## src/hdl/mips_pkg.sv

```systemverilog
`default_nettype none

package mips_pkg;

	localparam int IMEM_DEPTH = 64;
	localparam int DMEM_DEPTH = 64;

	typedef logic [31:0] word_t;
	typedef logic [4:0]  reg_addr_t;
	typedef logic [5:0]  imem_addr_t;
	typedef logic [5:0]  dmem_addr_t;

	// Opcodes of the supported subset
	typedef enum logic [5:0] {
		OP_RTYPE = 6'h00,
		OP_J     = 6'h02,
		OP_BEQ   = 6'h04,
		OP_ADDI  = 6'h08,
		OP_LW    = 6'h23,
		OP_SW    = 6'h2b
	} opcode_t;

	typedef enum logic [5:0] {
		FN_ADD = 6'h20,
		FN_SUB = 6'h22,
		FN_AND = 6'h24,
		FN_OR  = 6'h25,
		FN_SLT = 6'h2a
	} funct_t;

	typedef enum logic [2:0] {
		ALU_ADD,
		ALU_SUB,
		ALU_AND,
		ALU_OR,
		ALU_SLT
	} alu_op_t;

	// Source of an execute operand
	typedef enum logic [1:0] {
		FWD_RF  = 2'd0,
		FWD_MEM = 2'd1,
		FWD_WB  = 2'd2
	} fwd_sel_t;

	typedef struct packed {
		logic    reg_write;
		logic    mem_read;
		logic    mem_write;
		logic    mem_to_reg;
		logic    alu_src;
		logic    reg_dst;
		logic    branch;
		logic    jump;
		alu_op_t alu_op;
	} ctrl_t;

	typedef struct packed {
		word_t pc_plus1;
		word_t instr;
	} fd_t;

	typedef struct packed {
		ctrl_t      ctrl;
		word_t      pc_plus1;
		word_t      rs_val;
		word_t      rt_val;
		reg_addr_t  rs;
		reg_addr_t  rt;
		reg_addr_t  rd;
		word_t      imm;
		imem_addr_t jidx;
	} dx_t;

	typedef struct packed {
		ctrl_t     ctrl;
		word_t     alu_res;
		word_t     store_data;
		reg_addr_t dst;
	} xm_t;

	typedef struct packed {
		logic      reg_write;
		logic      mem_to_reg;
		word_t     alu_res;
		word_t     load_data;
		reg_addr_t dst;
	} mw_t;

endpackage

`default_nettype wire

```

## src/hdl/data_mem.sv

```systemverilog
`timescale 1ns/1ns
`default_nettype none

module data_mem (
	input  logic          clk,
	input  mips_pkg::xm_t xm_i,
	output mips_pkg::mw_t mw_o
);
	import mips_pkg::*;

	word_t      dmem [DMEM_DEPTH];
	dmem_addr_t addr;

	// ALU result is used directly as the word index
	assign addr = dmem_addr_t'(xm_i.alu_res);

	always_ff @(posedge clk) begin
		if (xm_i.ctrl.mem_write) begin
			dmem[addr] <= xm_i.store_data;
		end
	end

	assign mw_o.reg_write  = xm_i.ctrl.reg_write;
	assign mw_o.mem_to_reg = xm_i.ctrl.mem_to_reg;
	assign mw_o.alu_res    = xm_i.alu_res;
	assign mw_o.load_data  = dmem[addr];
	assign mw_o.dst        = xm_i.dst;

endmodule

`default_nettype wire

```

## config.mk

```make
export PLATFORM = sky130hd
export DESIGN_NAME = data_mem
export DESIGN_NICKNAME = d
export VERILOG_FILES = /design/src/hdl/mips_pkg.sv /design/src/hdl/data_mem.sv
export SDC_FILE = /design/constraint.sdc
export NUM_CORES = 2
export LEC_CHECK = 0
export ABC_AREA = 1
export BUFFER_PORTS_ARGS = -buffer_cell sky130_fd_sc_hd__buf_2
export CAP_MARGIN = 20
export CORE_MARGIN = 1.5
export CORE_UTILIZATION = 33
export CTS_CLUSTER_SIZE = 28
export DETAILED_ROUTE_END_ITERATION = 7
export PLACE_DENSITY = 0.52
export SLEW_MARGIN = 20
export SYNTH_ARGS = -nofsm -noshare
export SYNTH_HDL_FRONTEND = slang
export SYNTH_SLANG_ARGS = --single-unit
```

## constraint.sdc

```tcl
create_clock -name clk -period 6.6 [get_ports clk]
set_input_delay 0.66 -clock clk [delete_from_list [all_inputs] [get_ports clk]]
set_output_delay 0.66 -clock clk [all_outputs]
set_load 0.02 [all_outputs]
```

; ---- Word-level counts from Yosys, hierarchy flattened
; Memories as Yosys holds them, arrays and structs flattened.
; Index checks and enable logic that the tools add are counted.
[totals]
ff_bits = 0
mem_bits_rw = 2048
inputBits = 81
output_inout_bits = 71
wordCells = 3
memories = 1
[classes]
muxes = 2
[mem_list]
columns = name, words, word_bits, read_ports, rd_clocked_by_memory_dff, wr, line_no
row1 = dmem, 64, 32, 1, 0, 1, data_mem.sv:11  ; word_t dmem [DMEM_DEPTH];
[op_table]
columns = cell, count
row1 = $mux W1, 2

; ---- Logic depth before layout (Yosys ltp)
[depth]
ltp_word = 2
ltp_mapped = 15
mapped_depth_nobuf = 11

; ---- Worst setup path after synthesis
; Ideal clock, no wire load.
[synth_timing]
path_kind = input to register
startpoint = input xm_i[37] (netlist name)
endpoint = memory dmem[41][0] (netlist name) (enable)
arrival_ns = 4.443
required_ns = 6.098
path_slack_ns = 1.655
stages = 6
cell_sequence = buf_4 -> inv_2 -> buf_6 -> buf_4 -> buf_2 -> nor4_1
[synth_rtl]
columns = element, line_no
row1 = from (decl), data_mem.sv:6  ; input mips_pkg::xm_t xm_i,
row2 = to (decl), data_mem.sv:11
; No word-level cell before the write port.

==> results.cfg <==
[place]
gp_congestion = 0.823
dp_hpwl_um = 142000
dp.cells = 11600
io_buffers = 77

[finish]
nNetsFinal = 8538
area_delta_synth_final_pct = 13.3
drive_gt1_share_pct = 7.27
final_cells = 12000
top_register = dmem
largest_reg_flops = 2048
largest_registers = dmem: 2048 flops
fillers = 25400

[synth]
synth-edff-count = 2048
ys_ff_latch = 2048
syn_avg_cell_area_um2 = 10.2
ys_seq_area_share_pct = 71.4
synthFlopType = edfxtp_1
netlist_area_um2 = 86200
synth_cells = 8447
ys_types = 20
yosys_warnings = 0
synthesis.nets = 8528
synthArstFlopShare_pct = 0

[sta]
finalWorstPathRequiredPeriod_ns = 4.97
rsz0062_at_grt = false
max_freq_ghz = 0.201
drv_slew = 0
fin_crit_sh_pct = 75.3
worst_pin_slew_ns = 1.12
fin_setup_tns_ns = 0
hold_ws_ns = 0.104
finalSetupViolations = 0
slew_headroom_pct = 25.3
finalHoldViolCount = 0

[critical_path]
worst-path-buf-inv = 4
path_max_fanout = 106
path_cells = buf_8, inv_8, buf_12, nand2_1, nand2_1, nand2_1, nand2_1, nand2_1, nand2_1, nand2_1, nand2_1, nor2_1, nand2_1, buf_2
start_kind = primary input
slowest_stage = nor2_1
endpoint_kind = output port
max_stage_delay_ns = 0.76
path_common_cell = nand2_1
crit_family = simple AND/OR/NAND/NOR gates
critical_path_class = in -> out
arrival_ns = 4.31
cp.required_ns = 5.94

[global_route]
antenna_found_initial = 20
grt_pass1_vias = 54000
grtUsageTotal_pct = 19.7
grt_pass1_wl_um = 381000
grt_remaining_overflow = 0
grt_start_max_net_pins = 172

[floorplan]
chipWidth_um = 514
start_util_pct = 33.2
fp.dieH_um = 514
die-area_um2 = 264000
io_pins = 152
core_area_um2 = 260000
rows = 187

[cts]
cts_hold_buf = 0
root_buffer = clkbuf_16
cts_tree = yes
cts_made_buffers = 220
ctsResizeCount = 0
clockBufferDepth = 3
cts.clk_slew.worst_paths_ns = 0.06
cts_setup_buffers = 0
clock_sinks = 2048
htree_levels = 4

[routing]
drtAntennaViolNets = 0
wl_per_cell_um = 22.0
drt-initial-drc-count = 5799
firstDrtPassIters = 5
drc = 0
drt-total-wl_um = 265000
num_vias = 57500
viasPerCell = 4.77

[run_status]
status = complete, no violations

[power]
p_per_area_nw_per_um2 = 288
p_leak_uw = 0.0402
ir_drop_mv = 0.238

[flow_run]
drv_cap = 0

[hold_path]
hold_path.class = in -> reg
==> stage by stage <==
step / total power, uW / area [um2] / utilization, % / setup WS (ns)
after floorplan: 15700 / 86200 / - / 1.66
after detailed placement: 16500 / 90800 / 35.0 / 1.90
after global placement: 16500 / 90700 / 34.9 / 1.87
after global routing: 28900 / 97600 / 37.6 / 1.64
final: 28100 / 97700 / 37.6 / 1.63
after CTS: 28300 / 97600 / 37.6 / 1.90
==> placed cells by master, fill, tap and decap left out, types with 2 or more instances in the layout <==
cell type and instances:
bufinv_16 14, edfxtp_1 2048, o211ai_1 5, inv_6 8, o21ai_0 5, clkinv_8 3, buf_16 2, inv_16 2
nor3_4 7, or2_2 5, diode_2 5, clkbuf_1 58, clkbuf_16 224, inv_8 3, buf_8 3, o21ai_1 2
nor4_2 2, nor2_4 62, nor2_1 75, nand2_1 5728, inv_2 11, buf_2 74, clkinv_1 58, nand3_1 13
buf_12 28, clkinv_2 34, nand4_1 2, inv_1 16, buf_4 142
==> power breakdown <==
group	switching, uW	internal, uW
registers	18.3	14400
clock network	5140	6740
logic	1440	395
total	6600	21500
==> cell type report <==
type,instances,area [um2],area share (%)
antenna,5,12.5,0.0128
clock buffer,282,5820,5.96
clock inverter,122,1010,1.04
inverter,30,135,0.138
multi-input combinational,5908,22800,23.4
sequential,2048,61500,63.0
tap,3402,4260,4.36
timing repair buffer,249,2100,2.15
==> Yosys cell counts (7+ instances only) <==
| cell | number | area share, % |
|---|---|---|
| nand2_1 | 5728 | 25 |
| edfxtp_1 | 2048 | 71 |
| buf_2 | 244 | 1.4 |
| nor2_1 | 137 | 0.60 |
| clkbuf_1 | 136 | 0.59 |
| buf_4 | 50 | 0.44 |
| buf_1 | 27 | 0.12 |
| inv_1 | 16 | 0.070 |
| inv_2 | 14 | 0.061 |
| nand3_1 | 13 | 0.076 |
| nor3_2 | 7 | 0.081 |
==> kinds of logic after synthesis <==
group	share of synthesized area, %
flops	71.4
compound gates	0.0842
simple gates	25.8
buf+inv	2.75
==> path summary, 6_finish.rpt <==
path,start,endpoint,slack [ns],cells past startpoint
max,xm_i[37],mw_o[24],1.63,14
min,xm_i[14],dmem[56][9],0.10,1
==> per-layer routing <==
metal	vias to the layer above	global-route usage [%]	wire length, um
li1	27300	-	-
met1	28200	26.6	114000
met2	1689	33.5	129000
met3	341	2.38	15000
met4	0	5.48	6610
met5	-	0	0
No activity file was read; power rests on OpenSTA's default activity.
