**src/hdl/pipe_reg.sv**
```systemverilog
`timescale 1ns/1ns
`default_nettype none

module pipe_reg #(
	parameter type payload_t = logic [31:0]
) (
	input  logic     clk,
	input  logic     arst_n_i,
	input  logic     hold_i,
	input  logic     flush_i,
	input  payload_t d_i,
	output payload_t q_o
);

	// An all-zero payload is a bubble
	always_ff @(posedge clk or negedge arst_n_i) begin
		if (!arst_n_i) begin
			q_o <= '0;
		end else if (flush_i) begin
			q_o <= '0;
		end else if (!hold_i) begin
			q_o <= d_i;
		end
	end

endmodule

`default_nettype wire

```
**config.mk**
```make
export PLATFORM = sky130hd
export DESIGN_NAME = pipe_reg
export DESIGN_NICKNAME = d
export VERILOG_FILES = /design/src/hdl/pipe_reg.sv
export SDC_FILE = /design/constraint.sdc
export NUM_CORES = 1
export LEC_CHECK = 0
export BUFFER_PORTS_ARGS = -buffer_cell sky130_fd_sc_hd__buf_2
export CORE_UTILIZATION = 35
export CTS_CLUSTER_DIAMETER = 120
export CTS_CLUSTER_SIZE = 40
export DETAILED_ROUTE_END_ITERATION = 8
export PLACE_DENSITY = 0.65
export SYNTH_ARGS = -nofsm -noshare
export SYNTH_HDL_FRONTEND = slang
export SYNTH_SLANG_ARGS = --single-unit
export TNS_END_PERCENT = 5
```
**constraint.sdc**
```tcl
create_clock -name clk -period 1.1 [get_ports clk]
set_input_delay 0.055 -clock clk [delete_from_list [all_inputs] [get_ports clk]]
set_output_delay 0.055 -clock clk [all_outputs]
set_load 0.03 [all_outputs]
```
# ---- Word-level counts from Yosys, hierarchy flattened
# Cells that the tools add are included.
dict set report word_totals {
  reg_bits 32
  in_bits 36
  out_inout_bits 32
  elab_cells 4
}
dict set report op_classes {
  n_mux 2
  eq_ne 1
}
# cell n
set op_table {}
lappend op_table {{32-bit two-way mux} 2}
lappend op_table {{2-bit by 1-bit inequality test with 1-bit output (second input constant)} 1}

# ---- Longest topological paths before layout
# Gate-level depths: netlist (run 1).
dict set report logic_depth {
  depth_word 2
  ltp_mapped 4
}

# ---- Worst setup path after synthesis (run 1)
# Ideal clock, no wire load.
dict set report synth_path {
  kind {register to register}
  start {register, netlist name q_o[0]}
  end {register q_o[0] in the netlist's numbering}
  synth_period_minus_slack_ns 0.807
  setup_ns 0.132
  n_path_buf 0
  stages_incl_launch_ff 3
  slack_ns 0.293
  t_arrival_ns 0.676
  cell_sequence {dfrtp_1 > mux2i_1 > nor2_1}
}
# item line_no
set synth_rtl {}
lappend synth_rtl {{to (signal assigned)} 22} ;# q_o <= d_i;
lappend synth_rtl {{to (decl)} 12} ;# output payload_t q_o

# ---- Worst setup path in the final report (run 1)
dict set report layout_path {
  start {register q_o[3] in the netlist's numbering}
  end {output port q_o[3] in the netlist's numbering}
}
# No word-level cell between the ends.

==> metrics, run 1 <==
CP Class flip-flop to output pin; post-DP HPWL 2.088 mm; sequential element share of the synthesized area 60.49%; area of the die 4032 um^2; top cell family by delay on the critical path flip-flops; via count 1013; share of layout cells above drive strength 1 44.25%; max_slew headroom 63.88%; Post-synth ARST share 100.0%; nets 209; IO Pins 68; Non-Filler Instances 220; CP Max Fanout 2; Initial Util 38.17%; Clock power frac 34.4%; initial antenna violation count 0; # hold bufs at CTS 1; total track usage 15.46%; crit path DAT 0.85 ns; Placeable Area 3468 um^2; post-synthesis mux area share 24.20%; multi-input logic area 440.4 um^2; register area 800.8 um^2; CP Cell Sequence buf_2; synthesized area per cell 12.85 um^2; first-pass GRT wire length 4.726 mm; Post-synth EDFFs 0; cell internal pwr 1.914 mW; wire per inst 12.73 um; Sw Share 27.58%; status finished, final reports clean; Antenna Nets Post-Route 0; Setup Fix Bufs, Post-CTS 0; std cell rows 21; detailed-router iteration count before antenna repair 4; slowest stage cell, crit path dfrtp_1; flops & latches, synth 32; Period Utilization, post-route 81.97%; Synth Area in Compound Gates 0%; share of the synthesized area in the top cell type 60.49%; CP max stage delay 0.39 ns; largest family of logic cells by synthesized area multiplexers; final hold violation count 0; Hold WC Path Type input port to flip-flop; count of final setup violators 0; Ys Warns 0; Setup crit start kind flip-flop; Post-Synthesis Cells 103; vias in the first global route 1072; Synth area leader dfrtp_1; initial DRC count 23; crit path buf inv count 1; CTS sink cnt 32; CP Data Required Time 1.04 ns; worst vdd ir 0.6686 mV; fin crit period 0.9017 ns; Synth Area in Simple Gates 9.074%; Crit. End Element output pin; NetSw 729.1 uW; TritonCTS clock tree yes; total power per unit cell area 1488 nW/um^2; number of port buffers 67; RSZ-0062 raised after global routing false; clock root buffer master clkbuf_8; grt total ovfl 0; largest net degree at the start of global routing 33; H-tree levels 2; Final Max Slew Viols 0; synth top area cells dfrtp_1 (60%), mux2i_1 (24%), nor2_1 (9.1%); Comb pwr share 17.3%; post-cts sizing count 0; clk_lat worst skew 0.27 ns; DRT Wirelength 2.801 mm; Highest Clock Rate 1.109 GHz; Synth Flop Type dfrtp_1; R2R setup slack 0.38 ns; register share of total power 48.3%; clock tree buffer depth 2; number of library cell types mapped by synthesis 6; die height 63.50 um; vias per inst 4.605; clock-pin slew on the worst setup and hold paths 0.07 ns; biggest regs q_o (32); post-synthesis instance area 1324 um^2; Largest Register q_o; DIE WIDTH 63.50 um; Post-synth top cells dfrtp_1 (32), mux2i_1 (32), nor2_1 (32); number of flip-flops in the largest register 32; clk_skew 0 ns; Worst Tran Pin Value 0.5418 ns; Post-Synth XOR/XNOR Area 0%; WL met2 1.506 mm; fill cell count 331; max_cap viols 0; n_diodes 0; Final Wtd Congestion 0.6378; setup tns final 0 ns; Mapped Nets 139; P_leak 1.046 nW; placed insts 211; met3 WL 165 um; met1 wire length 1.061 mm; Layout Area Growth over Synthesis 34.22%; max layer used met4; DRC 0; CTS buffer count 5; adder and majority cell fraction of the synthesized area 0%
## worst paths after layout
kind	start	endpoint	cells after the start
setup reg to reg	q_o[24]	q_o[24]	2
max in group asynchronous	arst_n_i	q_o[5]	3
hold reg to reg	q_o[27]	q_o[27]	2
setup / recovery	q_o[3]	q_o[3]	1
hold / removal	d_i[27]	q_o[27]	3
min in group asynchronous	arst_n_i	q_o[12]	2
## cell type report
type	count	share of cell area [%]
clock buffer	6	4.648
sequential	32	45.07
clock inverter	2	0.5634
multi-input combinational	64	24.79
tap	46	3.239
timing repair buffer	70	21.69
## cells in the final DEF (no fill, tap or decap)
cell and n:
clkbuf_8 6, buf_12 2, dfrtp_1 32, clkinv_2 2, mux2i_1 32, dlygate4sd3_1 1
buf_2 67, nor2_1 32
## through the flow
| stage | hold WS [ns] | utilization, % | total power, mW | setup slack [ns] | instance area (um^2) |
|---|---|---|---|---|---|
| after floorplan | -0.2406 | - | 1.594 | 0.2925 | 1324 |
| after global placement | -0.01681 | 48.27 | 1.751 | 0.2906 | 1674 |
| after detailed placement | -0.01007 | 48.27 | 1.762 | 0.2406 | 1674 |
| after CTS | 0.01012 | 51.23 | 2.690 | 0.1743 | 1777 |
| after global routing | 0.01927 | 51.23 | 2.777 | 0.1486 | 1777 |
| final | 0.01473 | 51.23 | 2.643 | 0.1983 | 1777 |
## logic make-up (layout without fill, tap and decap cells)
group,Yosys count,in the layout
buffers and inverters,7,78
DFF,32,32
muxes,32,32
and+or+nand+nor,32,32
## power by group through the flow
stage                     clock, mW  sequential (mW)  combinational, mW
final                         0.908             1.28              0.458
after global routing          0.996             1.28              0.497
after CTS                     0.946             1.28              0.466
after detailed placement          0             1.30              0.464
after global placement            0             1.30              0.455
after floorplan                   0             1.43              0.162
## metal layers
metal	track usage, %	vias to the layer above
li1	-	477
met1	15.94	490
met2	27.13	39
met3	4.710	7
met4	9.375	0
met5	0	-
Note: power is estimated with default switching activity, not from simulation.
==> inputs of run 2 (changes only) <==
==> constraint.sdc (replaced) <==
create_clock -name clk -period 0.89 [get_ports clk]
set_input_delay 0.0445 -clock clk [delete_from_list [all_inputs] [get_ports clk]]
set_output_delay 0.0445 -clock clk [all_outputs]
set_load 0.03 [all_outputs]
==> metrics, run 2 (synthesis results as in run 1) <==
H-tree levels 2; Worst path depth 1; DRC 0; initial antenna violation count 0; RSZ-0062 raised after global routing true; clock root buffer master clkbuf_8; status finished, final reports clean; share of layout cells above drive strength 1 44.07%; slowest stage cell, crit path dfrtp_1; Setup crit start kind flip-flop; initial DRC count 41; Period Utilization, post-route 98.81%; cells on worst reg2reg path 3; vias in the first global route 997; max_cap viols 0; std cell rows 21; placed inst area 1694 um^2; number of flip-flops in the largest register 32; P_leak 1.076 nW; fill cell count 342; via count 1006; largest net degree at the start of global routing 33; Sw Share 26.26%; CTS sink cnt 32; post-DP HPWL 1.944 mm; Comb pwr share 19.1%; clock-pin slew on the worst setup and hold paths 0.06 ns; Largest Register q_o; Layout Area Growth over Synthesis 43.29%; total power per unit cell area 1743 nW/um^2; nets 212; Non-Filler Instances 223; clk_lat worst skew 0.27 ns; clk_skew 0 ns; top cell family by delay on the critical path flip-flops; wire per inst 12.56 um; Antenna Nets Post-Route 0; fin crit period 0.8794 ns; area of the die 4032 um^2; Clock power frac 32.9%; CP Class flip-flop to output pin; die height 63.50 um; count of final setup violators 0; Final Max Slew Viols 0; biggest regs q_o (32); utilization of the core after routing 54.69%; CP Max Fanout 2; CP Data Required Time 0.85 ns; DIE WIDTH 63.50 um; NetSw 867.9 uW; max_slew headroom 84.89%; register share of total power 48.0%; number of port buffers 67; Highest Clock Rate 1.137 GHz; Hold WC Path Type input port to flip-flop; Worst Slack Setup Final 0.01060 ns; Initial Util 38.17%; commonest non-fill, non-tap cells in the layout buf_2 (53), mux2i_1 (32), nor2_1 (32), dfrtp_1 (32), buf_6 (14); clock tree buffer depth 2; total track usage 14.81%; placed insts 212; post-place setup slack 0.06810 ns; Placeable Area 3468 um^2; n_diodes 0; commonest non-fill, non-tap cell in the layout buf_2; first-pass GRT wire length 4.505 mm; final hold violation count 0; CP Cell Sequence buf_2; detailed-router iteration count before antenna repair 4; worst vdd ir 0.8779 mV; IO Pins 68; CP max stage delay 0.38 ns; Crit. End Element output pin; cell internal pwr 2.438 mW; Worst Tran Pin Value 0.2266 ns; crit path DAT 0.83 ns; DRT Wirelength 2.800 mm; TritonCTS clock tree yes; crit path buf inv count 1; setup tns final 0 ns; hold depth 3; Final Wtd Congestion 0.6437; Finished Cell Area 1897 um^2; vias per inst 4.511; grt total ovfl 0; CTS buffer count 5
run 2: cell count changes in the layout (fill, tap and decap cells not counted), sizes merged:
| cell | before | now |
|---|---|---|
| buf | 69 | 72 |
| clkbuf | 6 | 8 |
| clkinv | 2 | 0 |
run 2: final timing paths:
kind,endpoint,from,slack (ns)
max,q_o[26],q_o[26],0.01
min,q_o[27],d_i[27],0.01
max reg2reg,q_o[13],q_o[13],0.06
min reg2reg,q_o[17],q_o[17],0.52
max in group asynchronous,q_o[0],arst_n_i,0.47
min in group asynchronous,q_o[3],arst_n_i,0.25
run 2: cell type report:
type / instances / area, um^2 / area share, %
clock buffers: 8 / 90.09 / 4.749
flip-flops and latches: 32 / 800.8 / 42.22
multi-input cells: 64 / 440.4 / 23.22
repair buffers: 73 / 508.0 / 26.78
well taps: 46 / 57.56 / 3.034
run 2: metrics by stage:
stage / hold slack [ns] / power, mW
2_1_floorplan: -0.2511 / 1.970
3_3_place_gp: 0.008539 / 2.174
3_5_place_dp: 0.01487 / 2.190
4_1_cts: 0.004563 / 3.316
5_1_grt: 0.01866 / 3.473
6_report: 0.009783 / 3.306
run 2: power groups by stage:
stage	Sequential, mW	Clock (mW)	Combinational [mW]
floorplan	1.77	0	0.200
global placement	1.60	0	0.574
detailed placement	1.61	0	0.584
CTS	1.58	1.14	0.597
global route	1.60	1.20	0.681
finish	1.59	1.09	0.631
run 2: metal layers:
layer  vias up  track usage (%)  wire [um]
met4         0            6.818         27
met5         -                0          0
met2        37            25.80       1473
met1       482            16.20       1129
met3         2            4.710        169
li1        485                -          -
run 2: repair_timing:
item	in CTS	in global routing
buffers inserted	0	2
setup endpoints to repair	4	30
endpoints found under the hold margin	32	0
pin swaps	0	0
hold buffers	1	0
resized for setup	6	32
