===== src/hdl/mips_pkg.sv =====
`default_nettype none

package mips_pkg;

	localparam int IMEM_DEPTH = 64;
	localparam int DMEM_DEPTH = 64;

	typedef logic [31:0] word_t;
	typedef logic [4:0]  reg_addr_t;
	typedef logic [5:0]  imem_addr_t;
	typedef logic [5:0]  dmem_addr_t;

	// Opcodes of the supported subset
	typedef enum logic [5:0] {
		OP_RTYPE = 6'h00,
		OP_J     = 6'h02,
		OP_BEQ   = 6'h04,
		OP_ADDI  = 6'h08,
		OP_LW    = 6'h23,
		OP_SW    = 6'h2b
	} opcode_t;

	typedef enum logic [5:0] {
		FN_ADD = 6'h20,
		FN_SUB = 6'h22,
		FN_AND = 6'h24,
		FN_OR  = 6'h25,
		FN_SLT = 6'h2a
	} funct_t;

	typedef enum logic [2:0] {
		ALU_ADD,
		ALU_SUB,
		ALU_AND,
		ALU_OR,
		ALU_SLT
	} alu_op_t;

	// Source of an execute operand
	typedef enum logic [1:0] {
		FWD_RF  = 2'd0,
		FWD_MEM = 2'd1,
		FWD_WB  = 2'd2
	} fwd_sel_t;

	typedef struct packed {
		logic    reg_write;
		logic    mem_read;
		logic    mem_write;
		logic    mem_to_reg;
		logic    alu_src;
		logic    reg_dst;
		logic    branch;
		logic    jump;
		alu_op_t alu_op;
	} ctrl_t;

	typedef struct packed {
		word_t pc_plus1;
		word_t instr;
	} fd_t;

	typedef struct packed {
		ctrl_t      ctrl;
		word_t      pc_plus1;
		word_t      rs_val;
		word_t      rt_val;
		reg_addr_t  rs;
		reg_addr_t  rt;
		reg_addr_t  rd;
		word_t      imm;
		imem_addr_t jidx;
	} dx_t;

	typedef struct packed {
		ctrl_t     ctrl;
		word_t     alu_res;
		word_t     store_data;
		reg_addr_t dst;
	} xm_t;

	typedef struct packed {
		logic      reg_write;
		logic      mem_to_reg;
		word_t     alu_res;
		word_t     load_data;
		reg_addr_t dst;
	} mw_t;

endpackage

`default_nettype wire


===== src/hdl/decode.sv =====
`timescale 1ns/1ns
`default_nettype none

module decode (
	input  logic               clk,
	input  logic               arst_n_i,
	input  mips_pkg::fd_t      fd_i,
	input  logic               wb_we_i,
	input  mips_pkg::reg_addr_t wb_dst_i,
	input  mips_pkg::word_t    wb_val_i,
	output mips_pkg::dx_t      dx_o
);
	import mips_pkg::*;

	word_t     regs [32];
	opcode_t   opcode;
	funct_t    funct;
	reg_addr_t rs;
	reg_addr_t rt;
	ctrl_t     ctrl;

	assign opcode = opcode_t'(fd_i.instr[31:26]);
	assign funct  = funct_t'(fd_i.instr[5:0]);
	assign rs     = fd_i.instr[25:21];
	assign rt     = fd_i.instr[20:16];

	// Register file, register 0 is never written
	always_ff @(posedge clk or negedge arst_n_i) begin
		if (!arst_n_i) begin
			for (int i = 0; i < 32; i++) begin
				regs[i] <= '0;
			end
		end else if (wb_we_i && wb_dst_i != '0) begin
			regs[wb_dst_i] <= wb_val_i;
		end
	end

	// Main controller
	always_comb begin
		ctrl = '0;
		case (opcode)
			OP_RTYPE: begin
				ctrl.reg_write = 1'b1;
				ctrl.reg_dst   = 1'b1;
				case (funct)
					FN_ADD:  ctrl.alu_op = ALU_ADD;
					FN_SUB:  ctrl.alu_op = ALU_SUB;
					FN_AND:  ctrl.alu_op = ALU_AND;
					FN_OR:   ctrl.alu_op = ALU_OR;
					FN_SLT:  ctrl.alu_op = ALU_SLT;
					// Unknown funct (including nop) becomes a bubble
					default: ctrl = '0;
				endcase
			end
			OP_ADDI: begin
				ctrl.reg_write = 1'b1;
				ctrl.alu_src   = 1'b1;
			end
			OP_LW: begin
				ctrl.reg_write  = 1'b1;
				ctrl.mem_read   = 1'b1;
				ctrl.mem_to_reg = 1'b1;
				ctrl.alu_src    = 1'b1;
			end
			OP_SW: begin
				ctrl.mem_write = 1'b1;
				ctrl.alu_src   = 1'b1;
			end
			OP_BEQ: begin
				ctrl.branch = 1'b1;
				ctrl.alu_op = ALU_SUB;
			end
			OP_J:    ctrl.jump = 1'b1;
			default: ctrl = '0;
		endcase
	end

	assign dx_o.ctrl     = ctrl;
	assign dx_o.pc_plus1 = fd_i.pc_plus1;
	// Same-cycle writeback is bypassed to the reads
	assign dx_o.rs_val = (rs == '0) ? '0 :
	                     (wb_we_i && wb_dst_i == rs) ? wb_val_i : regs[rs];
	assign dx_o.rt_val = (rt == '0) ? '0 :
	                     (wb_we_i && wb_dst_i == rt) ? wb_val_i : regs[rt];
	assign dx_o.rs   = rs;
	assign dx_o.rt   = rt;
	assign dx_o.rd   = fd_i.instr[15:11];
	assign dx_o.imm  = {{16{fd_i.instr[15]}}, fd_i.instr[15:0]};
	assign dx_o.jidx = fd_i.instr[5:0];

endmodule

`default_nettype wire


===== config.mk =====
export PLATFORM = sky130hd
export DESIGN_NAME = decode
export DESIGN_NICKNAME = d
export VERILOG_FILES = /design/src/hdl/mips_pkg.sv /design/src/hdl/decode.sv
export SDC_FILE = /design/constraint.sdc
export NUM_CORES = 2
export LEC_CHECK = 0
export BUFFER_PORTS_ARGS = -buffer_cell sky130_fd_sc_hd__buf_2
export CAP_MARGIN = 10
export CORE_MARGIN = 2
export CORE_UTILIZATION = 45
export DETAILED_ROUTE_END_ITERATION = 8
export PLACE_DENSITY = 0.63
export SYNTH_ARGS = -nofsm -noshare
export SYNTH_HDL_FRONTEND = slang
export SYNTH_SLANG_ARGS = --single-unit

===== constraint.sdc =====
create_clock -name clk -period 2.1 [get_ports clk]
set_input_delay 0.21 -clock clk [delete_from_list [all_inputs] [get_ports clk]]
set_output_delay 0.21 -clock clk [all_outputs]
set_load 0.01 [all_outputs]

# --- Word level (Yosys, flattened, before mapping) ---
# Cells that the tools add are included.
word_totals:
  out_inout_bits: 160
  word_cells: 86
  in_bits: 104
  regBits: 1024
classes:
  mux: 24
  reduce_logical: 11
  bitwise_logic: 3
  magnitude_cmp: 4
  n_eq_ne: 12
ops:
  columns: ["op", "n"]
  rows:
  - ["bitwise mux 1024 bit", 1]
  - ["binary-select mux 32 bit (select 5 bit)", 2]
  - ["2-to-1 mux 32 bit", 9]
  - ["demux 32 bit (select 5 bit)", 1]
  - ["== test 6 bit, second input constant", 7]
  - [">= comparator 6 bit, second input constant", 3]
  - ["NOT 5 -> 6 bit", 3]
  - ["case mux 1 bit (2 select lines)", 7]
  - ["case mux 3 bit (4 select lines)", 1]
  - ["== test 5 bit", 2]
  - ["zero test 5 bit", 2]
  - ["2-to-1 mux 8 bit", 1]
  - ["== test 6 x 2 -> 1 bit, second input constant", 1]
  - ["== test 6 x 3 -> 1 bit, second input constant", 1]
  - ["== test 6 x 4 -> 1 bit, second input constant", 1]
  - ["zero test 6 bit", 1]
  - ["less-than comparator 6 x 1 -> 1 bit, second input constant", 1]
  - ["case mux 3 bit (2 select lines)", 1]
  - ["nonzero test 5 bit", 1]
  - ["OR reduction 5 bit", 1]
  - ["logical AND 1 bit", 4]
  - ["OR reduction 3 bit", 1]
  - ["OR reduction 2 bit", 1]
  - ["2-to-1 mux 1 bit", 1]

# --- Logic depth before layout (Yosys ltp) ---
depth:
  depth_word: 6
  depth_mapped: 9
  ltp_nobuf: 5

# --- Least setup slack after synthesis ---
# Ideal clock, no wire load.
synth_path:
  path_type: "input -> output"
  from: "in fd_i[27] (netlist name)"
  to: "out dx_o[159] (netlist name)"
  required_ns: 1.890
  arrival_time_ns: 1.823
  setup_slack_ns: 0.067
  stages: 5
  cell_sequence: "nor3_1 -> nor3b_1 -> nand3_1 -> a2111oi_0 -> o21bai_1"
synth_rtl:
  columns: ["item", "line_no", "text"]
  rows:
  - ["start, declared", "decode.sv:7", "input mips_pkg::fd_t fd_i,"]
  - ["end, declared", "decode.sv:11", "output mips_pkg::dx_t dx_o"]

==> parameters.txt <==
Parameter                              Value

Drt
  Vias ... 39,402
  Detailed-routing iteration count for the pre-antenna-repair pass ... 5
  DRC ... 0
  Post-detailed-routing wire length ... slightly below 200 mm
  Post-route antenna net violation count ... 0
  Detailed-route wire length per cell ... 32.8 µm
  Detailed router's first-iteration violation count ... approximately 3,800
  Detailed-route vias per instance ... 6.55

Layout
  Fill cell instance count of the final layout ... around 10,000
  Number of flip-flops in the largest register ... between 1,000 and 1,500
  Area occupied by registers ... 25,600 µm²
  Non-filler cells, final ... 6,020
  Share of final-layout standard cells stronger than drive strength 1 ... between 50% and 60%
  Post-route design area ... just under 70,000 µm²
  Registers with the most flip-flops ... regs (1024)
  Synth-to-Final Area Change ... 21.7%
  Top reg by flops ... regs
  Nets ... around 4,400
  Multi-input gate area in the final layout ... between 20,000 and 30,000 µm²

Timing
  Total of endpoints with negative setup slack in the final report ... 64
  Fin crit period ... 2.81 ns
  Worst Slack Setup Final ... -0.713 ns
  Final worst-path cycle share ... 134%
  Setup repair after global routing missed its margin ... yes
  Max-slew violations ... 0
  Peak Freq ... 0.355 GHz
  Number of hold-slack violations in the final timing report ... 0
  Slew at the pin closest to its max-slew limit ... 0.751 ns
  Post-route clock skew ... 0 ns
  Remaining max-slew budget at the tightest pin ... about half

Setup path
  Master of the slowest instance on the critical path ... mux4_2
  Reg2reg path depth ... 3
  Origin of the critical flop-to-flop path ... regs[342]
  Cell-by-cell listing of the critical path ... mux4_2, a22oi_1, a21oi_1, a211o_1, buf_2
  Critical Path Sink Type ... output pin
  WS Path Type ... reg2out
  Required time of the worst setup path ... 1.89 ns
  Data arrival time of the critical path ... 2.60 ns
  Startpoint Class ... flop
  Maximum net fanout on the critical path ... 3
  Max stage delay on crit path ... ~0.48 ns
  Reg2reg end ... regs[342]
  Setup slack of the most critical reg-to-reg path ... 1.08 ns

Placement
  Post-detailed-placement half-perimeter wirelength ... between 100 and 150 mm
  Total placed instance area ... around 62,000 µm²
  Total placed cells including tap cells ... roughly 5,700
  Number of port buffers ... around 160
  Global placement routability congestion ... about 0.86

Die
  Area of the die ... approximately 130,000 µm²
  Chip width ... roughly 360 µm
  Core area ... 123,000 µm²
  Chip height ... 356 µm
  I/O pin total ... 264
  Initial core utilization ... approximately 45%
  Num rows ... ~130

Logic synthesis
  FFs w/ async S/R, synth ... 100%
  Mean cell area of the mapped netlist ... 14.2 µm²
  Synth Flop Type ... dfrtp_1
  Cell accounting for the most synthesized area ... dfrtp_1
  Number of instances in the synthesized netlist ... slightly below 4,000
  Count of flip-flops with a built-in enable after synthesis ... 0
  Syn nets ... roughly 4,000
  Synth warnings ... 0
  Most frequent cells after synthesis ... dfrtp_1 (1,024), mux2_2 (986), mux4_2 (383), mux2i_1 (315), clkbuf_1 (217)
  Library cells used by synthesis ... 54
  Fraction of the yosys area taken by sequential cells ... a little under half
  Number of storage elements in the synthesis netlist ... approximately 1,000
  Most numerous cell in the Yosys netlist ... dfrtp_1
  Post-synthesis instance area ... 55,800 µm²
  Cell types occupying the most area after synthesis ... dfrtp_1 (46%), mux2_2 (20%), mux4_2 (15%)
  Post-synth top area share ... 46.0%

Power and ir drop
  Leakage power of the design ... approximately 30 nW
  Power density over the cells ... a little under 900 nW/µm²
  Worst vdd ir ... about 0.76 mV
  Overall power ... between 0.06 and 0.07 W

Status
  Violated checks ... setup timing
  Run status ... finished, violations left

Min path
  Tightest Hold Check Type ... in2reg
  Min-delay src ... wb_val_i[23]
  End point of the most critical hold path ... regs[535]
  Hold Path Stages ... 2

Job
  Number of max-cap violations ... 0

Clocking
  CTS H-tree depth ... 3
  Buffer type at the clock tree root ... clkbuf_16
  Clock transition at the registers of the reported paths ... ~0.060 ns
  Number of buffers on the longest clock path ... 3
  TritonCTS buffer count ... around 110
  Clock sink total ... between 1,000 and 1,500
  Clock tree from TritonCTS ... yes
  Clk Latency, worst-skew pair ... approximately 0.75 ns

GRT
  Wire length of the first global-routing pass ... 287 mm
  Total global routing track utilization ... between 30% and 40%
  Initial antenna violation count ... 7
  Congestion Overflow GR ... 0
  Largest net degree at the start of global routing ... between 80 and 90
  Via count of the first global-routing pass ... 40,123
-- cells in the final DEF, fill, tap and decap left out, types with 42 or more instances in the layout --
cell type and n:
dfrtp_1 1024, mux2_2 986, buf_4 445, mux4_2 383, mux2i_1 309, buf_12 166, clkbuf_16 114, buf_2 108
nand2_1 70, buf_6 47, a22oi_1 45, a21oi_1 42
-- how the worst max path moves through the flow --
stage,startpoint,endpoint,slack (ns),cells past startpoint
finish,regs[6],dx_o[59],-0.71,5
global route,regs[358],dx_o[59],-0.77,6
CTS,regs[472],dx_o[77],-0.72,6
detailed placement,fd_i[16],dx_o[83],-0.51,10
global placement,fd_i[16],dx_o[83],-0.54,10
floorplan,fd_i[27],dx_o[159],0.07,5
-- what timing repair did --
action | CTS | global route
buffers inserted | 66 | 20
pin swaps | 139 | 69
endpoints found under the setup margin | 65 | 66
hold endpoints to repair | 928 | 0
resized for setup | 213 | 53
hold buffers | 19 | 0
-- cell families (layout without fill, tap and decap cells) --
kind of cell    after synthesis  count (layout)  synth area share [%]
compound gates              470             470                  6.06
xor+xnor                     10              10                 0.157
buf+inv                     534             995                  5.06
flops                      1024            1024                  46.0
mux                        1692            1692                  41.2
other cells                   0               3                     0
simple gates                189             189                  1.57
-- routing by layer --
layer  up-vias  track usage [%]  share of wire (%)
met5         -                0              0.033
met4        10             13.2                4.5
met3       491             7.03                9.1
met2      2008             48.2                 46
met1     21124             42.5                 40
li1      15769                -                  -
-- cell type report --
| cell class | count | share of cell area (%) |
|---|---|---|
| repair buffers | 789 | 11.8 |
| multi-input cells | 2361 | 41.8 |
| clock inverters | 41 | 0.802 |
| flip-flops and latches | 1024 | 37.8 |
| clock buffers | 161 | 4.83 |
| diodes | 3 | 0.0111 |
| well taps | 1637 | 3.02 |
| inverters | 4 | 0.0221 |
-- report_power, final --
| part | internal (W) | total, W | switching (W) | leakage [nW] |
|---|---|---|---|---|
| Combinational | 0.00809 | 0.0137 | 0.00564 | 15.1 |
| Clock | 0.0119 | 0.0206 | 0.00869 | 1.89 |
| Sequential | 0.0235 | 0.0263 | 0.00282 | 13.1 |
| Total | 0.0435 | 0.0607 | 0.0171 | 30.1 |
-- stage by stage --
stage	TNS [ns]	hold slack, ns	worst slack [ns]	util (%)
3_5_place_dp	-26.14	0.158	-0.514	50.4
6_report	-31.19	0.0536	-0.713	55.0
3_3_place_gp	-25.68	0.157	-0.542	50.4
5_1_grt	-35.08	0.0602	-0.773	55.0
2_1_floorplan	0	-0.0856	0.0670	-
4_1_cts	-33.78	0.0134	-0.721	54.7
-- worst max-delay path: cells and delay by family, from the launching register on --
kind,cells,cell delay (ns)
compound gates,3,0.79
flops,1,0.40
buf+inv,1,0.18
mux,1,0.48
(Power assumes the default switching activity.)
