$ cat config.mk
export PLATFORM = sky130hd
export DESIGN_NAME = execute_flat
export DESIGN_NICKNAME = d
export VERILOG_FILES = /design/src/hdl/mips_pkg.sv /design/src/hdl/fwd_if.sv /design/src/hdl/execute.sv /design/src/flat_wrapper.sv
export SDC_FILE = /design/constraint.sdc
export NUM_CORES = 1
export LEC_CHECK = 0
export BUFFER_PORTS_ARGS = -buffer_cell sky130_fd_sc_hd__buf_2
export CAP_MARGIN = 20
export CELL_PAD_IN_SITES_DETAIL_PLACEMENT = 0
export CELL_PAD_IN_SITES_GLOBAL_PLACEMENT = 2
export CORE_MARGIN = 2
export CORE_UTILIZATION = 27
export DETAILED_ROUTE_END_ITERATION = 8
export PLACE_DENSITY = 0.91
export SYNTH_ARGS = -nofsm -noshare
export SYNTH_HDL_FRONTEND = slang
export SYNTH_SLANG_ARGS = --single-unit
$ cat constraint.sdc
create_clock -name vclk -period 13.4
set_input_delay 0.67 -clock vclk [all_inputs]
set_output_delay 0.67 -clock vclk [all_outputs]
set_load 0.05 [all_outputs]
$ cat src/hdl/mips_pkg.sv
`default_nettype none

package mips_pkg;

	localparam int IMEM_DEPTH = 64;
	localparam int DMEM_DEPTH = 64;

	typedef logic [31:0] word_t;
	typedef logic [4:0]  reg_addr_t;
	typedef logic [5:0]  imem_addr_t;
	typedef logic [5:0]  dmem_addr_t;

	// Opcodes of the supported subset
	typedef enum logic [5:0] {
		OP_RTYPE = 6'h00,
		OP_J     = 6'h02,
		OP_BEQ   = 6'h04,
		OP_ADDI  = 6'h08,
		OP_LW    = 6'h23,
		OP_SW    = 6'h2b
	} opcode_t;

	typedef enum logic [5:0] {
		FN_ADD = 6'h20,
		FN_SUB = 6'h22,
		FN_AND = 6'h24,
		FN_OR  = 6'h25,
		FN_SLT = 6'h2a
	} funct_t;

	typedef enum logic [2:0] {
		ALU_ADD,
		ALU_SUB,
		ALU_AND,
		ALU_OR,
		ALU_SLT
	} alu_op_t;

	// Source of an execute operand
	typedef enum logic [1:0] {
		FWD_RF  = 2'd0,
		FWD_MEM = 2'd1,
		FWD_WB  = 2'd2
	} fwd_sel_t;

	typedef struct packed {
		logic    reg_write;
		logic    mem_read;
		logic    mem_write;
		logic    mem_to_reg;
		logic    alu_src;
		logic    reg_dst;
		logic    branch;
		logic    jump;
		alu_op_t alu_op;
	} ctrl_t;

	typedef struct packed {
		word_t pc_plus1;
		word_t instr;
	} fd_t;

	typedef struct packed {
		ctrl_t      ctrl;
		word_t      pc_plus1;
		word_t      rs_val;
		word_t      rt_val;
		reg_addr_t  rs;
		reg_addr_t  rt;
		reg_addr_t  rd;
		word_t      imm;
		imem_addr_t jidx;
	} dx_t;

	typedef struct packed {
		ctrl_t     ctrl;
		word_t     alu_res;
		word_t     store_data;
		reg_addr_t dst;
	} xm_t;

	typedef struct packed {
		logic      reg_write;
		logic      mem_to_reg;
		word_t     alu_res;
		word_t     load_data;
		reg_addr_t dst;
	} mw_t;

endpackage

`default_nettype wire

$ cat src/hdl/fwd_if.sv
`timescale 1ns/1ns
`default_nettype none

interface fwd_if;
	import mips_pkg::*;

	// Source registers of the instruction in execute
	reg_addr_t ex_rs;
	reg_addr_t ex_rt;

	// Operand selects computed by the hazard unit
	fwd_sel_t fwd_rs_sel;
	fwd_sel_t fwd_rt_sel;

	modport exe (output ex_rs, ex_rt, input fwd_rs_sel, fwd_rt_sel);
	modport haz (input ex_rs, ex_rt, output fwd_rs_sel, fwd_rt_sel);

endinterface

`default_nettype wire

$ cat src/hdl/execute.sv
`timescale 1ns/1ns
`default_nettype none

module execute (
	input  mips_pkg::dx_t        dx_i,
	input  mips_pkg::word_t      xm_val_i,
	input  mips_pkg::word_t      wb_val_i,
	fwd_if.exe                   fwd,
	output mips_pkg::xm_t        xm_o,
	output logic                 redirect_o,
	output mips_pkg::imem_addr_t target_o
);
	import mips_pkg::*;

	word_t      src_a;
	word_t      rt_fwd;
	word_t      src_b;
	word_t      result;
	logic       zero;
	imem_addr_t br_target;

	function automatic word_t fwd_mux(fwd_sel_t sel, word_t rf_val, word_t mem_val,
	                                  word_t wb_val);
		case (sel)
			FWD_MEM: return mem_val;
			FWD_WB:  return wb_val;
			default: return rf_val;
		endcase
	endfunction

	assign fwd.ex_rs = dx_i.rs;
	assign fwd.ex_rt = dx_i.rt;

	assign src_a  = fwd_mux(fwd.fwd_rs_sel, dx_i.rs_val, xm_val_i, wb_val_i);
	assign rt_fwd = fwd_mux(fwd.fwd_rt_sel, dx_i.rt_val, xm_val_i, wb_val_i);
	assign src_b  = dx_i.ctrl.alu_src ? dx_i.imm : rt_fwd;

	always_comb begin
		case (dx_i.ctrl.alu_op)
			ALU_ADD: result = src_a + src_b;
			ALU_SUB: result = src_a - src_b;
			ALU_AND: result = src_a & src_b;
			ALU_OR:  result = src_a | src_b;
			ALU_SLT: result = {31'b0, $signed(src_a) < $signed(src_b)};
			default: result = '0;
		endcase
	end

	assign zero = (result == '0);

	assign xm_o.ctrl       = dx_i.ctrl;
	assign xm_o.alu_res    = result;
	// Store data already carries any forwarded value
	assign xm_o.store_data = rt_fwd;
	assign xm_o.dst        = dx_i.ctrl.reg_dst ? dx_i.rd : dx_i.rt;

	// Word-addressed PC, so the offset is added unscaled
	assign br_target  = imem_addr_t'(dx_i.pc_plus1 + dx_i.imm);
	assign redirect_o = (dx_i.ctrl.branch && zero) || dx_i.ctrl.jump;
	assign target_o   = dx_i.ctrl.jump ? dx_i.jidx : br_target;

endmodule

`default_nettype wire

$ cat src/flat_wrapper.sv
// flat-port wrapper written by rule: the top's interface ports become plain ports
module execute_flat import mips_pkg::*;
  (dx_i, xm_val_i, wb_val_i, xm_o, redirect_o, target_o, fwd_ex_rs, fwd_ex_rt, fwd_fwd_rs_sel, fwd_fwd_rt_sel);
  fwd_if fwd_i ();
  input  mips_pkg::dx_t dx_i;
  input  mips_pkg::word_t xm_val_i;
  input  mips_pkg::word_t wb_val_i;
  output mips_pkg::xm_t xm_o;
  output logic redirect_o;
  output mips_pkg::imem_addr_t target_o;
  output wire logic [$bits(fwd_i.ex_rs)-1:0] fwd_ex_rs;
  output wire logic [$bits(fwd_i.ex_rt)-1:0] fwd_ex_rt;
  input wire logic [$bits(fwd_i.fwd_rs_sel)-1:0] fwd_fwd_rs_sel;
  input wire logic [$bits(fwd_i.fwd_rt_sel)-1:0] fwd_fwd_rt_sel;
  assign fwd_ex_rs = fwd_i.ex_rs;
  assign fwd_ex_rt = fwd_i.ex_rt;
  assign fwd_i.fwd_rs_sel = fwd_fwd_rs_sel;
  assign fwd_i.fwd_rt_sel = fwd_fwd_rt_sel;
  execute u_core (.dx_i(dx_i), .xm_val_i(xm_val_i), .wb_val_i(wb_val_i), .fwd(fwd_i), .xm_o(xm_o), .redirect_o(redirect_o), .target_o(target_o));
endmodule
======== Yosys cells after proc, flatten, opt, wreduce, memory -nomap -nowiden ========
Index checks and enable logic that the tools add are counted.
word-level totals
  register bits after elaboration ......... 0
  input bits .............................. 228
  logic and storage cells ................. 24
  output and inout bits ................... 97
cells by class
  add/sub/neg operators ................... 3
  reduce and logical (&&, ||, !) cells .... 4
  $lt $le $gt $ge ......................... 1
  bitwise gates (word level) .............. 2
  equality and inequality tests ........... 8
  multiplexer cells ....................... 6
operator list
  cell                  count
  $pmux W32 S5          1
  $pmux W32 S2          2
  $add A32 B32 Y32      1
  $and A32 B32 Y32      1
  $logic_not A32 Y1     1
  $lt A32 B32 Y1        1
  $mux W32              1
  $or A32 B32 Y32       1
  $sub A32 B32 Y32      1
  $add A6 B6 Y6         1
  $eq A3 B2 Y1 const B  2
  $mux W6               1
  $mux W5               1
  $eq A2 B1 Y1 const B  2
  $eq A2 B2 Y1 const B  2
  $eq A3 B1 Y1 const B  1
  $eq A3 B3 Y1 const B  1
  $logic_not A3 Y1      1
  $logic_and A1 B1 Y1   1
  $logic_or A1 B1 Y1    1

======== Longest topological paths before layout ========
Gate-level depths: netlist of run 1.
  depth in word-level cells ............... 8
  mapped depth ............................ 21
  gate-level depth less buffers ........... 20

======== Least setup slack after synthesis of run 1 ========
OpenSTA, ideal clock, no wires.
  path type ............................... input to output
  from .................................... input port fwd_fwd_rt_sel[0]
  to ...................................... output port redirect_o
  arrival ................................. 6,696 ps
  required time ........................... 12,730 ps
  slack ................................... 6,034 ps
  path buffers ............................ 2
  cell stages on the path ................. 20
  cell sequence ........................... inv_1 > ha_1 > clkbuf_1 > clkbuf_1 > a21oi_1 > o21ai_0 > ha_1 > inv_1 > fa_1 > and2b_1 > o211ai_4 > a2111oi_1 > a41o_1 > a2111oi_0 > or4_1 > nor4_1 > nand4b_1 > or4_1 > or4b_1 > o41ai_2
RTL lines
  element      line                text
  from (decl)  flat_wrapper.sv:14  input wire logic [$bits(fwd_i.fwd_rt_sel)-1:0] fwd_fwd_rt_sel;
  to (decl)    flat_wrapper.sv:9   output logic redirect_o;

======== Final worst setup path of run 1 ========
  from .................................... input port fwd_fwd_rt_sel[0]
  to ...................................... output port redirect_o
on the way
  word-level cells in the longest chain between the ends .. 8
  elaborated cells between the ends (all ways) .. 13
RTL lines
  element                                              line           text
  $eq A2 B2 Y1 / $eq A2 B1 Y1 (equally long branches)  execute.sv:24  case (sel)
  $pmux W32 S2 (*)                                     execute.sv:24
  $mux W32 (*)                                         execute.sv:36  assign src_b = dx_i.ctrl.alu_src ? dx_i.imm : rt_fwd;
  $sub A32 B32 Y32, or another cell as far along       execute.sv:41  ALU_SUB: result = src_a - src_b;
  $pmux W32 S5 (*)                                     execute.sv:39  case (dx_i.ctrl.alu_op)
  $logic_not A32 Y1 (*)                                execute.sv:49  assign zero = (result == '0);
  $logic_and A1 B1 Y1 (*)                              execute.sv:59  assign redirect_o = (dx_i.ctrl.branch && zero) || dx_i.ctrl.jump;
  $logic_or A1 B1 Y1 (*)                               execute.sv:59
Mark *: on every way between the ends. The rest lies on a longest branch, timed or not.

==> run metrics, run 1 <==
outcome finished, final reports clean; layout cells sized above 1 0.230; drt first pass iters 5; Yosys top cell area share 0.181; CP max-delay cell or4_1; residual DRC count 0; Core Area between 20,000 and 30,000 um^2; Seq cells 0; Net Sw Power about 0.47 mW; Die Span Y roughly 170 um; Mapped Nets roughly 1,600; first-pass GRT wire length 51.6 mm; largest net degree at the start of global routing 80; PD cells 74.6 nW/um^2; Critical Path AT 7.03 ns; WL/cell ~19 um; Worst IR Drop VDD around 0.039 mV; initial antenna violation count 1; Post-CTS Resized 0; # port buffers around 280; required time of the critical path 12.73 ns; Final Worst Setup Slack 5.70 ns; Logic pwr share 1.000; Stages on worst setup path 22; Synth Warn # 0; nets@finish ~1,800; final WL 33.8 mm; gp weighted congestion 0.935; cell-internal power about 0.21 mW; Final Slew Violations 0; Mean Syn Cell Area a little over 6 um^2; final worst path period share 0.575; worst-margin pin slew approximately 1.0 ns; Starting Density 0.275; Fmax 130 MHz; Min-Delay Path Class input pin to output port; Routed Antenna Nets 0; Setup Crit Path Kind input pin to output port; mapped cell area 7690 um^2; top cells by area, synth ha_1, o21ai_0, inv_1; setup TNS 0 ns; dpl hpwl 27.8 mm; register area share after synthesis 0; sw frac 0.694; Worst Setup SP fwd_fwd_rt_sel[0]; RSZ-0062 raised after global routing false; Final min period 7.70 ns; setup-violating endpoint count in the final report 0; leading area contributor after synthesis ha_1; worst-path maximum fanout 32; final hold vios 0; routed via count about 10,000; Die X 173 um; die area approximately 30,000 um^2; Synth Instances roughly 1,200; Rows 61; CLK BUF 0; CP cell instances buf_2 -> inv_1 -> ha_2 -> a22oi_1 -> nor2_1 -> a21oi_1 -> o21ai_0 -> ha_1 -> inv_1 -> fa_1 -> and2b_1 -> o211ai_4 -> a2111oi_1 -> a41o_1 -> a2111oi_0 -> or4_1 -> nor4_1 -> nand4b_1 -> or4_1 -> or4b_1 -> o41ai_2 -> buf_2; Worst slew margin 0.307; vias in the first global route 9,150; Max-Cap Viols 0; Critical Path Max Stage Delay 0.66 ns; post-CTS setup buffers 0; total gr overflow 0; DR iter-0 viols 791; All-Layer GR Usage 0.212; CTS Hold Bufs 0; crit end category output port; delay-heaviest family, CP simple AND/OR/NAND/NOR gates; vias per cell 5.49; P_leak 4.59 nW; I/O pin total 325; CP startpoint kind input pin; clock group share of total power 0; Bufs and invs on worst path 4; Register Area 0 um^2; worst slack, placed 5.78 ns; Setup crit end redirect_o; Sequential Power Share 0; Area growth, synth to finish 19.0%; post-synthesis cell type count 83
-- how the worst min path moves through the flow --
stage                     startpoint            to  slack (ns)  depth (start not counted)
after floorplan             dx_i[48]  fwd_ex_rs[0]        1.51                          1
after global placement      dx_i[48]  fwd_ex_rs[0]        1.34                          0
after detailed placement    dx_i[48]  fwd_ex_rs[0]        1.34                          0
after CTS                   dx_i[48]  fwd_ex_rs[0]        1.34                          0
after global routing        dx_i[51]  fwd_ex_rs[3]        1.34                          0
final                       dx_i[51]  fwd_ex_rs[3]        1.34                          0
-- metrics by stage --
stage | std cells | power [mW] | utilization | area (um^2) | hold WS, ns
global placement | 1801 | 0.667 | 0.328 | 9150 | 1.34
detailed placement | 1801 | 0.670 | 0.328 | 9150 | 1.34
CTS | 1801 | 0.673 | 0.328 | 9150 | 1.34
floorplan | 1237 | 0.494 | - | 7690 | 1.51
global route | 1802 | 0.740 | 0.328 | 9160 | 1.34
finish | 1802 | 0.683 | 0.328 | 9160 | 1.34
-- cells by family (layout without fill, tap and decap cells) --
group / count (synthesis) / in the layout / synth area share
other cells: 0 / 1 / 0
simple gates: 379 / 379 / 0.233
mux: 21 / 21 / 0.0302
xor+xnor: 17 / 17 / 0.0194
compound gates: 458 / 458 / 0.395
buf+inv: 248 / 434 / 0.134
fa+ha+maj: 114 / 114 / 0.188
-- power by group through the flow --
stage	clock network, mW	registers, mW	logic, mW
final	0.0000000100	0	0.683
after global routing	0.00000000999	0	0.740
after CTS	0	0	0.673
after detailed placement	0	0	0.670
after global placement	0	0	0.667
after floorplan	0	0	0.494
-- layout make-up --
cell class / count / area (um^2)
fill: 3209 / 18800
multi-input combinational: 989 / 6670
timing repair buffer: 289 / 1470
inverter: 145 / 544
tap: 378 / 473
antenna: 1 / 2.50
-- metal layers --
layer | part of all wire | wire length [um] | GRT usage | vias to the layer above
met5 | 0 | 0 | 0 | -
met4 | 0.035 | 1190 | 0.0607 | 0
met3 | 0.077 | 2590 | 0.0268 | 62
met2 | 0.43 | 14500 | 0.340 | 465
met1 | 0.46 | 15500 | 0.295 | 4596
li1 | - | - | - | 4765
-- cells in the final DEF, fill, tap and decap left out, types with 11 or more instances in the layout --
cell and count:
a211oi_1 11, a21o_1 19, a21oi_1 97, a22oi_1 67
buf_2 281, ha_1 109, inv_1 143, mux2i_1 12
nand2_1 139, nand3_1 25, nand4_1 11, nor2_1 97
nor2b_1 15, nor3_1 17, o211ai_1 28, o21ai_0 114
o31ai_1 15, xnor2_1 12
-- cells in the mapped netlist, drive strengths merged, types with 10 or more instances --
library cell and count:
nor2b 16, o21ai 115, o211ai 30, nor3 17
mux2i 12, nand2 140, o22ai 10, a211oi 12
or2 10, ha 111, nor2 97, xnor2 12
inv 144, a31oi 10, a21oi 97, nand4 11
o31ai 15, nand3 25, a21o 19, a22oi 68
clkbuf 63, buf 40
(Power assumes the default switching activity.)
==> run 2, diff against run 1 <==
--- a/config.mk
+++ b/config.mk
@@ -10,9 +10,9 @@
 export CELL_PAD_IN_SITES_DETAIL_PLACEMENT = 0
 export CELL_PAD_IN_SITES_GLOBAL_PLACEMENT = 2
 export CORE_MARGIN = 2
-export CORE_UTILIZATION = 27
+export CORE_UTILIZATION = 23
 export DETAILED_ROUTE_END_ITERATION = 8
-export PLACE_DENSITY = 0.91
+export PLACE_DENSITY = 0.83
 export SYNTH_ARGS = -nofsm -noshare
 export SYNTH_HDL_FRONTEND = slang
 export SYNTH_SLANG_ARGS = --single-unit
==> constraint.sdc (replaced) <==
create_clock -name vclk -period 6.7
set_input_delay 0.335 -clock vclk [all_inputs]
set_output_delay 0.335 -clock vclk [all_outputs]
set_load 0.05 [all_outputs]
==> run 2 against run 1 <==
Effect of this change: cell area increased by 4.4%; routed wire length grew 8.1%; largest power group unchanged; global-route usage decreased by 1.5 points; die area grew 17%; non-clock buffer count grew 35; first-iteration DRC count up 4.3%; critical path type unchanged; hold slack got worse by 0.67 ns; critical path depth is 2 lower; final cell count is 5.5% higher; sequential share of layout area did not move.
==> run metrics, run 2 (synthesis results as in run 1) <==
worst-margin pin slew 0.875 ns; Net Sw Power roughly 0.97 mW; Final Slew Violations 0; Rows between 60 and 70; PD cells 149 nW/um^2; Routed Antenna Nets 0; total power 1.43 mW; gr busiest metal met2; Final Util 0.292; layout cells sized above 1 0.250; non-filler cells in the finished layout 1,901; sw frac 0.679; WL/cell about 19 um; design area 9560 um^2; final hold vios 0; met2 Track Usage GR 0.338; Global Route met3 Usage 0.0293; Fmax 155 MHz; I/O pin total 325; P_leak 4.77 nW; drt first pass iters 5; Worst slew margin 0.411; Core Area 32,700 um^2; All-Layer GR Usage 0.197; vias per cell 5.25; final WL 36.5 mm; residual DRC count 0; RSZ-0062 raised after global routing false; clock group share of total power 0; vias in the first global route between 9,000 and 10,000; worst hold margin between 0.6 and 0.7 ns; Die Span Y 187 um; Min-Delay Path Class input pin to output port; CP startpoint kind input pin; outcome finished, final reports clean; dpl hpwl 30.6 mm; most frequent cells in the layout buf_2, inv_1, nand2_1, o21ai_0, ha_1; most common cell after layout, fill and taps aside buf_2; placed insts 1,900; Logic pwr share 1.000; Register Area 0 um^2; CLK BUF 0; die area 34,900 um^2; met1 usage 0.256; Worst IR Drop VDD between 0.09 and 0.1 mV; initial antenna violation count 4; largest net degree at the start of global routing between 40 and 50; Seq cells 0; setup TNS 0 ns; Die X 187 um; worst slack, placed 0.306 ns; final worst path period share 0.963; setup-violating endpoint count in the final report 0; CTS Hold Bufs 0; Setup Crit Path Kind input pin to output port; crit end category output port; nets@finish 1,802; worst-path maximum fanout 14; Final min period ~6.5 ns; DP Area ~9500 um^2; Max-Cap Viols 0; Area growth, synth to finish 24.2%; Final Worst Setup Slack 0.248 ns; Starting Density 0.235; routed via count 9,986; gp weighted congestion 0.915; cell-internal power 0.458 mW; required time of the critical path roughly 6.4 ns; Sequential Power Share 0; Critical Path AT 6.12 ns; DR iter-0 viols 825; # port buffers 281; first-pass GRT wire length 55.3 mm; total gr overflow 0
## run 2: what timing repair did
action / in CTS / in global routing
setup buffers: 0 / 0
resized for setup: 0 / 6
hold endpoints to repair: 0 / 0
endpoints found under the setup margin: 0 / 1
## run 2: worst paths after layout
check	start	endpoint	slack [ns]	depth (start not counted)
max	fwd_fwd_rs_sel[1]	redirect_o	0.25	20
min	dx_i[51]	fwd_ex_rs[3]	0.67	0
## run 2: area by class of cell
| cell class | count | area, um^2 |
|---|---|---|
| inverter | 145 | 544 |
| antenna | 1 | 2.50 |
| multi-input combinational | 989 | 6680 |
| timing repair buffer | 324 | 1780 |
| tap | 442 | 553 |
| fill | 3819 | 23100 |
## run 2: power groups by stage
stage	clock network, mW	registers (mW)	logic, mW
finish	0.0000000200	0	1.43
global route	0.0000000200	0	1.54
CTS	0	0	1.41
detailed placement	0	0	1.41
global placement	0	0	1.40
floorplan	0	0	0.988
## run 2: critical path: stages
cell       delay (ns)
buf_2            0.11
inv_1            0.05
ha_1             0.45
buf_4            0.32
buf_4            0.18
a22oi_1          0.07
o21ai_0          0.47
ha_1             0.51
a211oi_1         0.46
o211ai_1         0.21
a21oi_1          0.46
o2bb2ai_1        0.13
nor3b_1          0.27
a2111o_1         0.13
and3_1           0.24
o2111ai_1        0.13
or4_1            0.42
or4b_1           0.60
o41ai_2          0.23
buf_2            0.32
## run 2: metal layers
metal / vias up / wire (um)
met5: - / 24
met4: 4 / 1030
met3: 60 / 2640
met2: 459 / 16900
met1: 4619 / 15900
li1: 4844 / -
==> run 3, diff against run 2 <==
--- a/config.mk
+++ b/config.mk
@@ -6,7 +6,6 @@
 export NUM_CORES = 1
 export LEC_CHECK = 0
 export BUFFER_PORTS_ARGS = -buffer_cell sky130_fd_sc_hd__buf_2
-export CAP_MARGIN = 20
 export CELL_PAD_IN_SITES_DETAIL_PLACEMENT = 0
 export CELL_PAD_IN_SITES_GLOBAL_PLACEMENT = 2
 export CORE_MARGIN = 2
==> constraint.sdc (replaced) <==
create_clock -name vclk -period 5.4
set_input_delay 0.27 -clock vclk [all_inputs]
set_output_delay 0.27 -clock vclk [all_outputs]
set_load 0.05 [all_outputs]
==> run 3 against run 2 <==
Effect of this change: the flow now finishes with violations (negative setup slack); global-route usage grew 1.9 points; total power rose by 73%; flip-flop and latch count unchanged; critical path depth grew 7; die area unchanged; combinational power up 72%; hold slack worse by 0.13 ns; clock-buffer cell count is the same; routed wire length up 12%; cell area grew 35%; setup slack worse by 0.40 ns; sequential share of layout area unchanged.
==> run metrics, run 3 (synthesis results as in run 1) <==
PD cells 190 nW/um^2; Starting Density 0.235; CP startpoint kind input pin; Setup crit end redirect_o; DR iter-0 viols 689; Register Area 0 um^2; design area 12,900 um^2; Worst slew margin 0.387; Die Span Y ~190 um; final hold vios 0; Rows 66; non-filler cells in the finished layout around 2,200; Worst IR Drop VDD 0.0901 mV; vias per cell between 5 and 6; Die X 187 um; DR WL met3 ~2.7 mm; failing checks negative setup slack; required time of the critical path about 5 ns; Area growth, synth to finish 68.1%; largest net degree at the start of global routing 41; Max-Cap Viols 0; All-Layer GR Usage 0.216; Seq cells 0; routed via count 11,200; setup-violating endpoint count in the final report 1; Worst Setup SP fwd_fwd_rt_sel[0]; worst-margin pin slew 0.911 ns; Final Slew Violations 0; dpl hpwl 34.1 mm; Critical Path AT 5.28 ns; met2 wire len 19.1 mm; gp weighted congestion a little over 0.9; # port buffers 281; RSZ-0062 raised after global routing true; Max Used Layer met5; placed insts about 2,200; most common cell after layout, fill and taps aside buf_4; met1 WL approximately 18 mm; CLK BUF 0; Routed Antenna Nets 0; die area 34,900 um^2; worst-path maximum fanout 10; Fmax 180 MHz; I/O pin total 325; nets@finish about 2,100; final WL 40.8 mm; final worst path period share 1.03; Final Worst Setup Slack -0.153 ns; layout cells sized above 1 0.456; most frequent cells in the layout buf_4, buf_2, nand2_1, inv_1, ha_1; total gr overflow 0; P_leak 6.53 nW; Fillers 3,570; DP Area 12,000 um^2; Setup Crit Path Kind input pin to output port; Min-Delay Path Class input pin to output port; Core Area 32,700 um^2; Final min period 5.55 ns; first-pass GRT wire length ~61 mm; drt first pass iters 5; initial antenna violation count 2; worst slack, placed -0.610 ns; vias in the first global route 11,200; outcome complete, but fails checks; residual DRC count 0; WL/cell 18.3 um; crit end category output port
## run 3: metrics by stage
stage | hold WS, ns | TNS, ns | power, mW | utilization
final | 0.540 | -0.153 | 2.46 | 0.395
after detailed placement | 0.540 | -0.641 | 2.24 | 0.366
after CTS | 0.540 | -0.171 | 2.30 | 0.376
after global placement | 0.540 | -0.682 | 2.23 | 0.366
after global routing | 0.540 | -0.271 | 2.64 | 0.395
after floorplan | 0.707 | -0.191 | 1.26 | -
## run 3: cell type report
type	count	area, um^2	share of cell area
timing repair buffer	655	4380	0.339
antenna	1	2.50	0.000194
inverter	145	549	0.0425
tap	442	553	0.0428
multi-input combinational	989	7440	0.576
## run 3: timing repair
item / 4_1_cts / 5_1_grt
resized for setup: 52 / 116
hold buffers: 0 / 0
cloned: 0 / 1
setup endpoints to repair: 2 / 2
setup buffers: 16 / 16
pin swaps: 20 / 56
## run 3: worst min-delay path by stage
| stage | end | startpoint | cells past startpoint | slack (ns) |
|---|---|---|---|---|
| 3_5_place_dp | fwd_ex_rs[4] | dx_i[52] | 0 | 0.54 |
| 4_1_cts | fwd_ex_rs[4] | dx_i[52] | 0 | 0.54 |
| 6_report | fwd_ex_rs[0] | dx_i[48] | 0 | 0.54 |
| 3_3_place_gp | fwd_ex_rs[4] | dx_i[52] | 0 | 0.54 |
| 5_1_grt | fwd_ex_rs[0] | dx_i[48] | 0 | 0.54 |
| 2_1_floorplan | fwd_ex_rs[0] | dx_i[48] | 1 | 0.71 |
## run 3: routing by layer
metal / track usage / up-vias
met5: 0 / -
met4: 0.0559 / 2
met3: 0.0259 / 70
met2: 0.372 / 442
met1: 0.284 / 5212
li1: - / 5513
## run 3: worst max-delay path, cell delays in order
cell      delay (ns)
buf_8           0.09
inv_6           0.03
ha_4            0.19
buf_4           0.15
buf_4           0.14
a22oi_2         0.18
nor2_2          0.07
a21oi_2         0.15
o21ai_2         0.12
buf_4           0.17
buf_4           0.12
ha_1            0.23
a21oi_1         0.19
o22ai_1         0.11
or3_1           0.36
buf_4           0.15
a32oi_1         0.44
a21oi_2         0.18
buf_4           0.18
o21bai_1        0.29
o211a_1         0.21
a211oi_1        0.07
nor2_1          0.11
or4b_4          0.49
o41ai_2         0.29
buf_4           0.17
buf_12          0.13
## run 3: power by group
part / total, mW / switching, mW / internal, mW
sequential: 0 / 0 / 0
combinational: 2.46 / 1.41 / 1.05
clock: 0.0000000248 / 0 / 0.0000000248
